<file path="config.mk">
export PLATFORM = sky130hd
export DESIGN_NAME = timetagging_sample_buffer
export DESIGN_NICKNAME = d
export VERILOG_FILES = /design/src/verilog/tt_buffer_pkg.sv /design/src/verilog/capture_control.sv /design/src/verilog/capture_buffer.sv /design/src/verilog/readout_packer.sv /design/src/verilog/readout_sequencer.sv /design/src/verilog/timetagging_sample_buffer.sv
export SDC_FILE = /design/constraint.sdc
export NUM_CORES = 1
export LEC_CHECK = 0
export BUFFER_PORTS_ARGS = -buffer_cell sky130_fd_sc_hd__buf_4
export CORE_UTILIZATION = 40
export CTS_BUF_LIST = sky130_fd_sc_hd__clkbuf_8
export CTS_CLUSTER_DIAMETER = 120
export DETAILED_ROUTE_END_ITERATION = 6
export SLEW_MARGIN = 20
export SYNTH_ARGS = -nofsm -noshare
export SYNTH_HDL_FRONTEND = slang
export SYNTH_SLANG_ARGS = --single-unit
</file>
<file path="constraint.sdc">
create_clock -name ps_clk -period 8 [get_ports ps_clk]
set_clock_uncertainty 0.05 [all_clocks]
set_input_delay 1.6 -clock ps_clk [delete_from_list [all_inputs] [get_ports ps_clk]]
set_output_delay 1.6 -clock ps_clk [all_outputs]
set_load 0.005 [all_outputs]
</file>
<file path="src/verilog/tt_buffer_pkg.sv">
// shared constants and packed types for the time-tagging capture buffer
// covers sample and timestamp payloads, capture commands and readout beats

`default_nettype none

package tt_buffer_pkg;

  // adc sample format
  localparam int SAMPLE_WIDTH = 16;
  localparam int PARALLEL_SAMPLES = 2;

  // readout bus width in bits
  localparam int READOUT_WIDTH = 64;

  // buffer sizes in entries
  localparam int SAMPLE_DEPTH = 32;
  localparam int TSTAMP_DEPTH = 16;

  // cycles from discriminator reset to hardware start
  localparam int DISC_LATENCY = 4;

  // one batch of parallel samples, sample 0 in the low bits
  typedef struct packed {
    logic [PARALLEL_SAMPLES-1:0][SAMPLE_WIDTH-1:0] sample;
  } sample_batch_t;

  // one timestamp, 16 bits total
  typedef struct packed {
    logic [3:0]  channel;
    logic [11:0] index;
  } tstamp_t;

  // software command strobe
  typedef struct packed {
    logic arm;
    logic start;
    logic stop;
    logic valid;
  } capture_cmd_t;

  // readout beat, ready travels back on its own wire
  typedef struct packed {
    logic [READOUT_WIDTH-1:0] data;
    logic                     last;
    logic                     valid;
  } readout_beat_t;

  typedef struct packed {
    sample_batch_t data;
    logic          valid;
  } sample_in_t;

  typedef struct packed {
    tstamp_t data;
    logic    valid;
  } tstamp_in_t;

endpackage

`default_nettype wire

</file>
<file path="src/verilog/capture_control.sv">
// capture control for the two peer buffers
// decodes arm/start/stop strobes, delays start by the discriminator latency

`timescale 1ns/1ps
`default_nettype none

module capture_control import tt_buffer_pkg::*; (
  input  wire logic         ps_clk,
  input  wire logic         ps_reset,
  input  wire capture_cmd_t capture_cmd,
  input  wire logic         digital_trigger,
  input  wire logic         sample_full,
  input  wire logic         tstamp_full,
  output logic              arm,
  output logic              hw_start,
  output logic              sample_stop,
  output logic              tstamp_stop,
  output logic              discriminator_reset
);

  // registered software stop pulse
  logic sw_stop;

  // start or trigger, registered once
  logic start_req;

  // discriminator latency pipe
  logic [DISC_LATENCY-1:0] start_pipe;

  ////////////////////////////////////////////////////////////////////////////
  // command decode
  ////////////////////////////////////////////////////////////////////////////

  always_ff @(posedge ps_clk) begin
    if (ps_reset) begin
      arm <= 1'b0;
      sw_stop <= 1'b0;
      start_req <= 1'b0;
    end else begin
      arm <= capture_cmd.valid && capture_cmd.arm;
      sw_stop <= capture_cmd.valid && capture_cmd.stop;
      // trigger level counts every cycle, buffers only react when armed
      start_req <= (capture_cmd.valid && capture_cmd.start) || digital_trigger;
    end
  end

  ////////////////////////////////////////////////////////////////////////////
  // start delay
  ////////////////////////////////////////////////////////////////////////////

  // discriminator reset fires first, capture starts DISC_LATENCY later
  always_ff @(posedge ps_clk) begin
    if (ps_reset) begin
      start_pipe <= '0;
    end else begin
      start_pipe <= {start_pipe[DISC_LATENCY-2:0], start_req};
    end
  end

  assign discriminator_reset = start_req;
  assign hw_start = start_pipe[DISC_LATENCY-1];

  // a full buffer stops its peer
  assign sample_stop = sw_stop || tstamp_full;
  assign tstamp_stop = sw_stop || sample_full;

endmodule

`default_nettype wire

</file>
<file path="src/verilog/capture_buffer.sv">
// capture buffer with its own memory
// stores items between hw start and stop, then streams the whole memory out

`timescale 1ns/1ps
`default_nettype none

module capture_buffer #(
  parameter type payload_t = logic [15:0],
  parameter int  DEPTH     = 16
) (
  input  wire logic                       ps_clk,
  input  wire logic                       ps_reset,
  input  wire payload_t                   in_data,
  input  wire logic                       in_valid,
  input  wire logic                       arm,
  input  wire logic                       hw_start,
  input  wire logic                       hw_stop,
  input  wire logic                       readout_start,
  output logic                            full,
  output logic [$clog2(DEPTH + 1)-1:0]    write_depth,
  output payload_t                        out_data,
  output logic                            out_valid,
  output logic                            out_last,
  input  wire logic                       out_ready
);

  localparam int AW = $clog2(DEPTH);
  localparam int CW = $clog2(DEPTH + 1);

  typedef enum logic [2:0] {IDLE, ARMED, CAPTURE, HOLD, READOUT} state_t;

  state_t        state;
  payload_t      mem [DEPTH];
  logic [CW-1:0] rd_cnt;
  logic          write_en;
  logic          rd_issue;

  // depth is registered so full lags the last write by one cycle
  assign full = (write_depth == CW'(DEPTH));

  // start cycle counts as capture, stop cycle does not
  assign write_en = in_valid && !hw_stop && !full
                    && ((state == CAPTURE) || (state == ARMED && hw_start));

  // read only when the output register is free or being drained
  assign rd_issue = (state == READOUT) && (rd_cnt != CW'(DEPTH))
                    && (!out_valid || out_ready);

  ////////////////////////////////////////////////////////////////////////////
  // capture fsm
  ////////////////////////////////////////////////////////////////////////////

  always_ff @(posedge ps_clk) begin
    if (ps_reset) begin
      state <= IDLE;
      write_depth <= '0;
    end else begin
      unique case (state)
        IDLE, HOLD: begin
          // re-arm drops the old depth, memory keeps stale data
          if (arm) begin
            state <= ARMED;
            write_depth <= '0;
          end else if (state == HOLD && readout_start) begin
            state <= READOUT;
          end
        end
        ARMED: begin
          if (hw_start) begin
            state <= hw_stop ? HOLD : CAPTURE;
          end
        end
        CAPTURE: begin
          if (hw_stop || full) begin
            state <= HOLD;
          end
        end
        READOUT: begin
          if (out_valid && out_ready && out_last) begin
            state <= IDLE;
          end
        end
        default: state <= IDLE;
      endcase
      if (write_en) begin
        write_depth <= write_depth + 1'b1;
      end
    end
  end

  ////////////////////////////////////////////////////////////////////////////
  // memory and readout stream
  ////////////////////////////////////////////////////////////////////////////

  // write at the current depth, read into the held output register
  always_ff @(posedge ps_clk) begin
    if (write_en) begin
      mem[write_depth[AW-1:0]] <= in_data;
    end
    if (rd_issue) begin
      out_data <= mem[rd_cnt[AW-1:0]];
    end
  end

  always_ff @(posedge ps_clk) begin
    if (ps_reset) begin
      rd_cnt <= '0;
      out_valid <= 1'b0;
      out_last <= 1'b0;
    end else if (state == HOLD && readout_start) begin
      rd_cnt <= '0;
    end else if (rd_issue) begin
      out_valid <= 1'b1;
      out_last <= (rd_cnt == CW'(DEPTH - 1));
      rd_cnt <= rd_cnt + 1'b1;
    end else if (out_ready) begin
      // drained with nothing left to read
      out_valid <= 1'b0;
      out_last <= 1'b0;
    end
  end

endmodule

`default_nettype wire

</file>
<file path="src/verilog/readout_packer.sv">
// packs consecutive payload words into readout beats
// first word lands in the low bits, last follows the final word

`timescale 1ns/1ps
`default_nettype none

module readout_packer import tt_buffer_pkg::*; #(
  parameter type payload_t = logic [15:0]
) (
  input  wire logic          ps_clk,
  input  wire logic          ps_reset,
  input  wire payload_t      in_data,
  input  wire logic          in_valid,
  input  wire logic          in_last,
  output logic               in_ready,
  output readout_beat_t      out,
  input  wire logic          out_ready
);

  localparam int W = $bits(payload_t);
  localparam int RATIO = READOUT_WIDTH / W;
  localparam int CNT_W = (RATIO > 1) ? $clog2(RATIO) : 1;

  // words collected so far, the final one goes straight into the beat
  logic [RATIO-2:0][W-1:0] words;
  logic [CNT_W-1:0]        cnt;
  logic                    accept;

  // stall the input while a beat sits unaccepted
  assign in_ready = !(out.valid && !out_ready);
  assign accept = in_valid && in_ready;

  // payload collection
  always_ff @(posedge ps_clk) begin
    if (accept && cnt != CNT_W'(RATIO - 1)) begin
      words[cnt] <= in_data;
    end
    if (accept && cnt == CNT_W'(RATIO - 1)) begin
      out.data <= {in_data, words};
    end
  end

  // word count and beat handshake
  always_ff @(posedge ps_clk) begin
    if (ps_reset) begin
      cnt <= '0;
      out.valid <= 1'b0;
      out.last <= 1'b0;
    end else begin
      if (out_ready) begin
        out.valid <= 1'b0;
      end
      if (accept) begin
        if (cnt == CNT_W'(RATIO - 1)) begin
          cnt <= '0;
          out.valid <= 1'b1;
          out.last <= in_last;
        end else begin
          cnt <= cnt + 1'b1;
        end
      end
    end
  end

endmodule

`default_nettype wire

</file>
<file path="src/verilog/readout_sequencer.sv">
// merges timestamp beats then sample beats onto one readout port
// last goes out only with the final sample beat

`timescale 1ns/1ps
`default_nettype none

module readout_sequencer import tt_buffer_pkg::*; (
  input  wire logic          ps_clk,
  input  wire logic          ps_reset,
  input  wire readout_beat_t tstamp_beats,
  output logic               tstamp_ready,
  input  wire readout_beat_t sample_beats,
  output logic               sample_ready,
  output readout_beat_t      readout,
  input  wire logic          readout_ready
);

  typedef enum logic {SEL_TSTAMP, SEL_SAMPLE} sel_t;

  sel_t sel;

  // flip after the selected stream's last beat transfers
  always_ff @(posedge ps_clk) begin
    if (ps_reset) begin
      sel <= SEL_TSTAMP;
    end else begin
      unique case (sel)
        SEL_TSTAMP: begin
          if (tstamp_beats.valid && tstamp_beats.last && readout_ready) begin
            sel <= SEL_SAMPLE;
          end
        end
        SEL_SAMPLE: begin
          if (sample_beats.valid && sample_beats.last && readout_ready) begin
            sel <= SEL_TSTAMP;
          end
        end
        default: sel <= SEL_TSTAMP;
      endcase
    end
  end

  // zero latency pass-through
  always_comb begin
    if (sel == SEL_SAMPLE) begin
      readout = sample_beats;
    end else begin
      readout = tstamp_beats;
      // timestamps are only the first part of the run
      readout.last = 1'b0;
    end
  end

  // ready goes only to the selected source
  assign tstamp_ready = (sel == SEL_TSTAMP) && readout_ready;
  assign sample_ready = (sel == SEL_SAMPLE) && readout_ready;

endmodule

`default_nettype wire

</file>
<file path="src/verilog/timetagging_sample_buffer.sv">
// time-tagging sample buffer top level
// two peer capture buffers sharing start/stop, read out as one beat stream

`timescale 1ns/1ps
`default_nettype none

module timetagging_sample_buffer import tt_buffer_pkg::*; (
  input  wire logic                              ps_clk,
  input  wire logic                              ps_reset,
  input  wire sample_in_t                        samples_in,
  input  wire tstamp_in_t                        tstamps_in,
  input  wire capture_cmd_t                      capture_cmd,
  input  wire logic                              digital_trigger,
  output logic                                   discriminator_reset,
  input  wire logic                              readout_start,
  output logic [$clog2(SAMPLE_DEPTH + 1)-1:0]    samples_write_depth,
  output logic [$clog2(TSTAMP_DEPTH + 1)-1:0]    tstamps_write_depth,
  output readout_beat_t                          readout,
  input  wire logic                              readout_ready
);

  // control to buffers
  logic arm;
  logic hw_start;
  logic sample_stop;
  logic tstamp_stop;
  logic sample_full;
  logic tstamp_full;

  // buffer word streams
  tstamp_t       tstamp_word;
  logic          tstamp_word_valid;
  logic          tstamp_word_last;
  logic          tstamp_word_ready;
  sample_batch_t sample_word;
  logic          sample_word_valid;
  logic          sample_word_last;
  logic          sample_word_ready;

  // packed beat streams
  readout_beat_t tstamp_beats;
  readout_beat_t sample_beats;
  logic          tstamp_beats_ready;
  logic          sample_beats_ready;

  ////////////////////////////////////////////////////////////////////////////
  // capture control
  ////////////////////////////////////////////////////////////////////////////

  capture_control i_capture_control (
    .ps_clk              (ps_clk),
    .ps_reset            (ps_reset),
    .capture_cmd         (capture_cmd),
    .digital_trigger     (digital_trigger),
    .sample_full         (sample_full),
    .tstamp_full         (tstamp_full),
    .arm                 (arm),
    .hw_start            (hw_start),
    .sample_stop         (sample_stop),
    .tstamp_stop         (tstamp_stop),
    .discriminator_reset (discriminator_reset)
  );

  ////////////////////////////////////////////////////////////////////////////
  // buffers
  ////////////////////////////////////////////////////////////////////////////

  capture_buffer #(
    .payload_t (tstamp_t),
    .DEPTH     (TSTAMP_DEPTH)
  ) i_tstamp_buffer (
    .ps_clk        (ps_clk),
    .ps_reset      (ps_reset),
    .in_data       (tstamps_in.data),
    .in_valid      (tstamps_in.valid),
    .arm           (arm),
    .hw_start      (hw_start),
    .hw_stop       (tstamp_stop),
    .readout_start (readout_start),
    .full          (tstamp_full),
    .write_depth   (tstamps_write_depth),
    .out_data      (tstamp_word),
    .out_valid     (tstamp_word_valid),
    .out_last      (tstamp_word_last),
    .out_ready     (tstamp_word_ready)
  );

  capture_buffer #(
    .payload_t (sample_batch_t),
    .DEPTH     (SAMPLE_DEPTH)
  ) i_sample_buffer (
    .ps_clk        (ps_clk),
    .ps_reset      (ps_reset),
    .in_data       (samples_in.data),
    .in_valid      (samples_in.valid),
    .arm           (arm),
    .hw_start      (hw_start),
    .hw_stop       (sample_stop),
    .readout_start (readout_start),
    .full          (sample_full),
    .write_depth   (samples_write_depth),
    .out_data      (sample_word),
    .out_valid     (sample_word_valid),
    .out_last      (sample_word_last),
    .out_ready     (sample_word_ready)
  );

  ////////////////////////////////////////////////////////////////////////////
  // readout path
  ////////////////////////////////////////////////////////////////////////////

  readout_packer #(
    .payload_t (tstamp_t)
  ) i_tstamp_packer (
    .ps_clk    (ps_clk),
    .ps_reset  (ps_reset),
    .in_data   (tstamp_word),
    .in_valid  (tstamp_word_valid),
    .in_last   (tstamp_word_last),
    .in_ready  (tstamp_word_ready),
    .out       (tstamp_beats),
    .out_ready (tstamp_beats_ready)
  );

  readout_packer #(
    .payload_t (sample_batch_t)
  ) i_sample_packer (
    .ps_clk    (ps_clk),
    .ps_reset  (ps_reset),
    .in_data   (sample_word),
    .in_valid  (sample_word_valid),
    .in_last   (sample_word_last),
    .in_ready  (sample_word_ready),
    .out       (sample_beats),
    .out_ready (sample_beats_ready)
  );

  // timestamps first, then samples
  readout_sequencer i_readout_sequencer (
    .ps_clk        (ps_clk),
    .ps_reset      (ps_reset),
    .tstamp_beats  (tstamp_beats),
    .tstamp_ready  (tstamp_beats_ready),
    .sample_beats  (sample_beats),
    .sample_ready  (sample_beats_ready),
    .readout       (readout),
    .readout_ready (readout_ready)
  );

endmodule

`default_nettype wire

</file>
After elaboration in Yosys (flattened, before gate mapping) --
Memories as Yosys holds them, arrays and structs flattened. A register that Yosys moved wholly into a read port is not among the register bits. Index checks and enable logic that the tools add are counted.
Word-level totals: word-level logic and storage cells 188, output and inout port bits 78, register bits 255, memories kept 2, bits in writable memories 1280, input bits 59
Memory list:
- i_sample_buffer.mem | words 32, width 32, read ports 1, clocked after memory_dff 1, write ports 1, line capture_buffer.sv:33 | payload_t mem [DEPTH];
- i_tstamp_buffer.mem | words 16, width 16, read ports 1, clocked after memory_dff 1, write ports 1, line capture_buffer.sv:33
Cells by class: bitwise operators 4, multiplexer cells 47, reductions and logical operators 72, add/subtract/negate cells 6, eq/ne operators 26, magnitude comparators 4
Operator list (number):
- two-way mux 66 bit | 1
- bitwise mux 48 bit | 1
- logical AND 1 bit | 35
- bitwise mux 32 bit | 1
- demux 16 bit (select 2 bit) | 1
- two-way mux 32 bit | 1
- two-way mux 3 bit | 10
- case mux 3 bit (4 select lines) | 2
- two-way mux 1 bit | 21
- two-way mux 6 bit | 3
- inequality test 2 bit, second input constant | 9
- two-way mux 16 bit | 1
- two-way mux 5 bit | 3
- adder 6 x 1 -> 6 bit, second input constant | 2
- == test 3 x 2 -> 1 bit, second input constant | 4
- AND reduction 2 bit | 6
- adder 5 x 1 -> 5 bit, second input constant | 2
- zero test 1 bit | 10
- logical OR 1 bit | 9
- AND reduction 4 bit | 2
- nonzero test 2 bit | 4
- OR reduction 2 bit | 4
- == test 3 x 1 -> 1 bit, second input constant | 2
- == test 3 bit, second input constant | 2
- other kinds (18) | 23

Depth between registers and ports, before layout --
depth after elaboration 9, mapped depth 11, depth with buffers taken out 7

Cells and area by module --
A second synthesis with hierarchy kept.
Second synthesis, totals: cells, all modules 2752, area total of the unflattened synthesis 59438.3 um^2
By module, submodules not included:
- capture_buffer (i_sample_buffer) | sequential area each 32050.7 um^2, cells an instance 1875, area an instance 40625.2 um^2, instances 1
- capture_buffer (i_tstamp_buffer) | sequential area each 8468.1 um^2, cells an instance 529, area an instance 11054.4 um^2, instances 1
- readout_packer (i_tstamp_packer) | sequential area each 3443.3 um^2, cells an instance 141, area an instance 3602.2 um^2, instances 1
- readout_packer (i_sample_packer) | sequential area each 2942.8 um^2, cells an instance 111, area an instance 3041.7 um^2, instances 1
- readout_sequencer | sequential area each 20.0 um^2, cells an instance 79, area an instance 898.4 um^2, instances 1
- capture_control | sequential area each 140.1 um^2, cells an instance 17, area an instance 216.5 um^2, instances 1

Worst setup path before layout --
No wires, ideal clock.
path type input to register, from input readout_ready, to register i_tstamp_packer.out[10] (netlist bit), enable pin, stages on the path 3, slack 2828 ps, required time 7463 ps, data arrival time 4636 ps, buffers on the path 0, library setup time 487 ps, cells stage by stage nor2b_1 > o21ai_0 > nor2_1
Between the ends: word-level cells in the longest chain between the ends 6
Ends and longest elaborated chain:
- start, declared | line timetagging_sample_buffer.sv:19 | input wire logic readout_ready
- logical AND 1 bit | line readout_sequencer.sv:55 | assign tstamp_ready = (sel == SEL_TSTAMP) && readout_ready;
- zero test 1 bit | line readout_packer.sv:30 | assign in_ready = !(out.valid && !out_ready);
- logical AND 1 bit | line readout_packer.sv:30
- zero test 1 bit | line readout_packer.sv:30
- logical AND 1 bit | line readout_packer.sv:31 | assign accept = in_valid && in_ready;
- logical AND 1 bit | line readout_packer.sv:38 | if (accept && cnt == CNT_W'(RATIO - 1)) begin
- end, declared | line readout_packer.sv:16 | output readout_beat_t out,
Every way passes these cells. A chain may end at the register's enable or synchronous reset.

==> summary.md <==
| Metric | Value |
|---|---|
| Outcome | `finished with violations` |
| Failing checks | `DRC` |
| Slew @ Worst Pin | `1.16 ns` |
| GP Congestion | `0.875` |
| Syn_nets | `2,866` |
| Initial antenna violation count | `11` |
| Critical Path Source Type | `flip-flop` |
| Async SR Flop Fraction | `0%` |
| Port Buf Inserts | `136` |
| Critical path arrival | `2.86 ns` |
| Final antenna-violating net count | `0` |
| Nets | `3,139` |
| Synthesized netlist cell count | `2,790` |
| Placed Area | `0.0629 sq mm` |
| RSZ-0062 raised after global routing | `no` |
| Clock Sinks | `1,583` |
| Clock buffer depth | `3` |
| Pre-antenna DRT Iters | `7` |
| Start point of the worst hold path | `i_tstamp_packer.words[28]` |
| Distinct cell type count after synthesis | `68` |
| # resized after CTS | `0` |
| R2r setup slk | `4.04 ns` |
| Maximum clock rate | `0.222 GHz` |
| Via count | `29,252` |
| Total power | `15.7 mW` |
| Most frequent cells in the layout | `edfxtp_1 (1,536), mux4_2 (251), clkbuf_8 (241)` |
| Chip width | `388 um` |
| Crit path buf inv count | `2` |
| Worst Hold Depth | `0` |
| Final setup vio count | `0` |
| Fin Setup TNS | `0 ns` |
| Tmin final | `4.51 ns` |
| Total Routing Usage GR | `19.4%` |
| Sequential fraction of the synthesis area | `78.9%` |
| Fin. max-slew vios | `0` |
| H-Tree Depth | `4` |
| Fin. Hold Viols | `0` |
| Post-CTS Hold Fix Bufs | `0` |
| Tcrit/Tclk final | `56.4%` |
| Cell family contributing the most delay on the critical path | `buffers and inverters` |
| Leakage | `20.6 nW` |
| Global-route wire length before repair | `210,000 um` |
| Critical Path Sink Type | `primary output` |
| Worst-path clk slew | `0.06 ns` |
| Total of max-cap violations | `0` |
| Row Count | `141` |
| Aggregate global routing overflow | `0` |
| Synthesized area per cell | `21.4 sq um` |
| Layout Utilization | `46.0%` |
| Worst r2r path cells | `6` |
| 1st-iter DRT viols | `3,534` |
| P per Cell Area | `231 mW/mm^2` |
| Post-CTS setup buffers | `0` |
| Mapped cell area | `0.0597 sq mm` |
| Slew Limit Headroom | `22.6%` |
| Most used cell along the critical path | `buf_4` |
| Initial core utilization | `40.4%` |
| FF+latch count, synth | `1,583` |
| Vias/cell | `5.62` |
| CP cell instances | `buf_4, mux2_2, buf_4` |
| Die Span Y | `388 um` |
| CP max stage delay | `0.67 ns` |
| Slowest-stage cell, CP | `buf_4` |
| Worst min path class | `reg2reg` |
| RR Endpoint | `i_sample_buffer.mem[7][18]` |
| IO Count | `137` |
| Core area | `0.148 sq mm` |
| Layout cells sized above 1 | `26.5%` |
| Drc violations | `2` |
| Die area | `0.151 sq mm` |
| Final WL | `147,000 um` |
| Commonest non-fill, non-tap cell in the layout | `edfxtp_1` |
| Yosys warnings | `0` |
| Clock root cell | `clkbuf_8` |
| CTS tree | `built` |
| Main synth FF type | `edfxtp_1` |
| Number of flops mapped to enable cells by yosys | `1,536` |
| VDD IR max | `197 uV` |
| Critical Path Fanout Max | `60` |
| WS Path Type | `reg2out` |
| Area growth, synth to finish | `13.9%` |
| Final Cell Area | `0.0680 sq mm` |
| WL/cell | `28.3 um` |
| Largest net degree at the start of global routing | `129` |
| Dpl hpwl | `91,000 um` |
| Reg2reg start | `i_tstamp_buffer.write_depth[0]` |
| Critical path required time | `6.35 ns` |
| Vias in the first global route | `29,580` |
| Clk Latency, worst-skew pair | `0.97 ns` |
| Hold path endpoint | `i_tstamp_packer.out[30]` |
| TritonCTS Buffers | `236` |
## state kept, by name, summed over array words and instances (netlist names), 2 cells and up
signal	count
i_sample_buffer.state	3
i_tstamp_buffer.write_depth	5
i_tstamp_buffer.rd_cnt	5
i_sample_packer.words	32
i_sample_buffer.mem	1024
i_tstamp_buffer.mem	256
i_sample_buffer.write_depth	6
i_sample_buffer.rd_cnt	6
i_tstamp_packer.cnt	2
i_tstamp_packer.out	66
i_sample_buffer.out_data	32
i_tstamp_packer.words	48
i_sample_packer.out	66
i_tstamp_buffer.state	3
i_tstamp_buffer.out_data	16
i_capture_control.start_pipe	4
## synth_stat cells (3+ instances only)
cell type  count  area share, %
mux4_2       251            9.5
and2_1         6          0.063
nand3_1       26           0.22
or4_1          6          0.075
o21a_1         3          0.038
buf_2         48           0.40
o221ai_1      55           0.81
a31oi_1        3          0.031
nor2_1        55           0.35
nand3b_1       4          0.050
nand2b_1       3          0.031
o31ai_1        4          0.050
mux2_2        67            1.3
inv_1         26           0.16
dfxtp_1       47            1.6
a221oi_1      11           0.16
o22ai_1       24           0.25
and3b_1        5          0.073
o21ai_0       32           0.27
a21boi_0       4          0.050
buf_6         15           0.28
or3b_2         4          0.059
or3_1          6          0.063
a22o_1        19           0.28
nor2b_1       14           0.15
buf_4         15           0.19
nand2_1       18           0.11
mux2i_1      174            2.9
a211oi_1      21           0.26
edfxtp_1    1536             77
buf_1          8          0.050
clkbuf_1      58           0.36
nor3_1        15           0.13
a311oi_1       3          0.044
and3_1        18           0.19
a21oi_1       89           0.75
a22oi_1       43           0.54
ha_1          17           0.36
## power breakdown
part / total (mW) / internal [mW] / switching (mW) / leakage (nW)
combinational: 0.188 / 0.0337 / 0.155 / 3.86
sequential: 9.07 / 9.07 / 0.00803 / 14.2
clock: 6.47 / 3.32 / 3.15 / 2.60
total: 15.7 / 12.4 / 3.31 / 20.6
## worst register-to-register path, stage by stage, from the launching register on
cell	delay [ns]
dfxtp_1	0.43
inv_1	0.12
ha_1	0.33
nand4bb_1	0.29
o2111a_1	0.56
nand3_2	0.63
nor2_4	1.07
## per-layer routing
| metal | track usage (%) | part of all wire [%] | up-vias | wire length (um) |
|---|---|---|---|---|
| li1 | - | - | 12301 | - |
| met1 | 27.4 | 42 | 15454 | 62300 |
| met2 | 30.0 | 47 | 1268 | 69200 |
| met3 | 4.76 | 8.5 | 223 | 12500 |
| met4 | 5.76 | 2.3 | 6 | 3390 |
| met5 | 0 | 0.022 | - | 33 |
## how the worst max path moves through the flow
stage                                  from                    endpoint  cells past startpoint
detailed placement            samples_in[0]  i_sample_buffer.mem[20][5]                      5
floorplan                     readout_ready     i_tstamp_packer.out[10]                      3
global placement              samples_in[0]  i_sample_buffer.mem[3][21]                      5
finish              i_readout_sequencer.sel                  readout[2]                      3
CTS                 i_readout_sequencer.sel                  readout[2]                      3
global route        i_readout_sequencer.sel                 readout[44]                      3
## metrics by stage
step | instances | hold slack [ns] | setup WS (ns)
2_1_floorplan | 2790 | 0.350 | 2.83
3_3_place_gp | 4738 | 0.352 | 3.05
3_5_place_dp | 4738 | 0.355 | 2.96
4_1_cts | 5180 | 0.344 | 3.37
5_1_grt | 5199 | 0.342 | 3.35
6_report | 5203 | 0.350 | 3.49
## area by class of cell
class                           count  area, sq um
Tap cell                         1930         2410
Timing Repair Buffer              179         1660
Multi-Input combinational cell   1037        12000
Sequential cell                  1583        47100
Fill cell                       12224        79900
Clock inverter                    201         1340
Clock buffer                      241         3320
Inverter                           26         97.6
Antenna cell                        6         15.0
## logic make-up after synthesis
kind of cell / count (synthesis) / share of synthesized area, %
AOI/OAI and AO/OA: 327 / 3.80
xor gates and xnor gates: 3 / 0.0440
adders and majority gates: 17 / 0.356
buffers and inverters: 170 / 1.45
DFF: 1583 / 78.9
muxes: 493 / 13.7
and+or+nand+nor: 197 / 1.80
(Power assumes the default switching activity.)
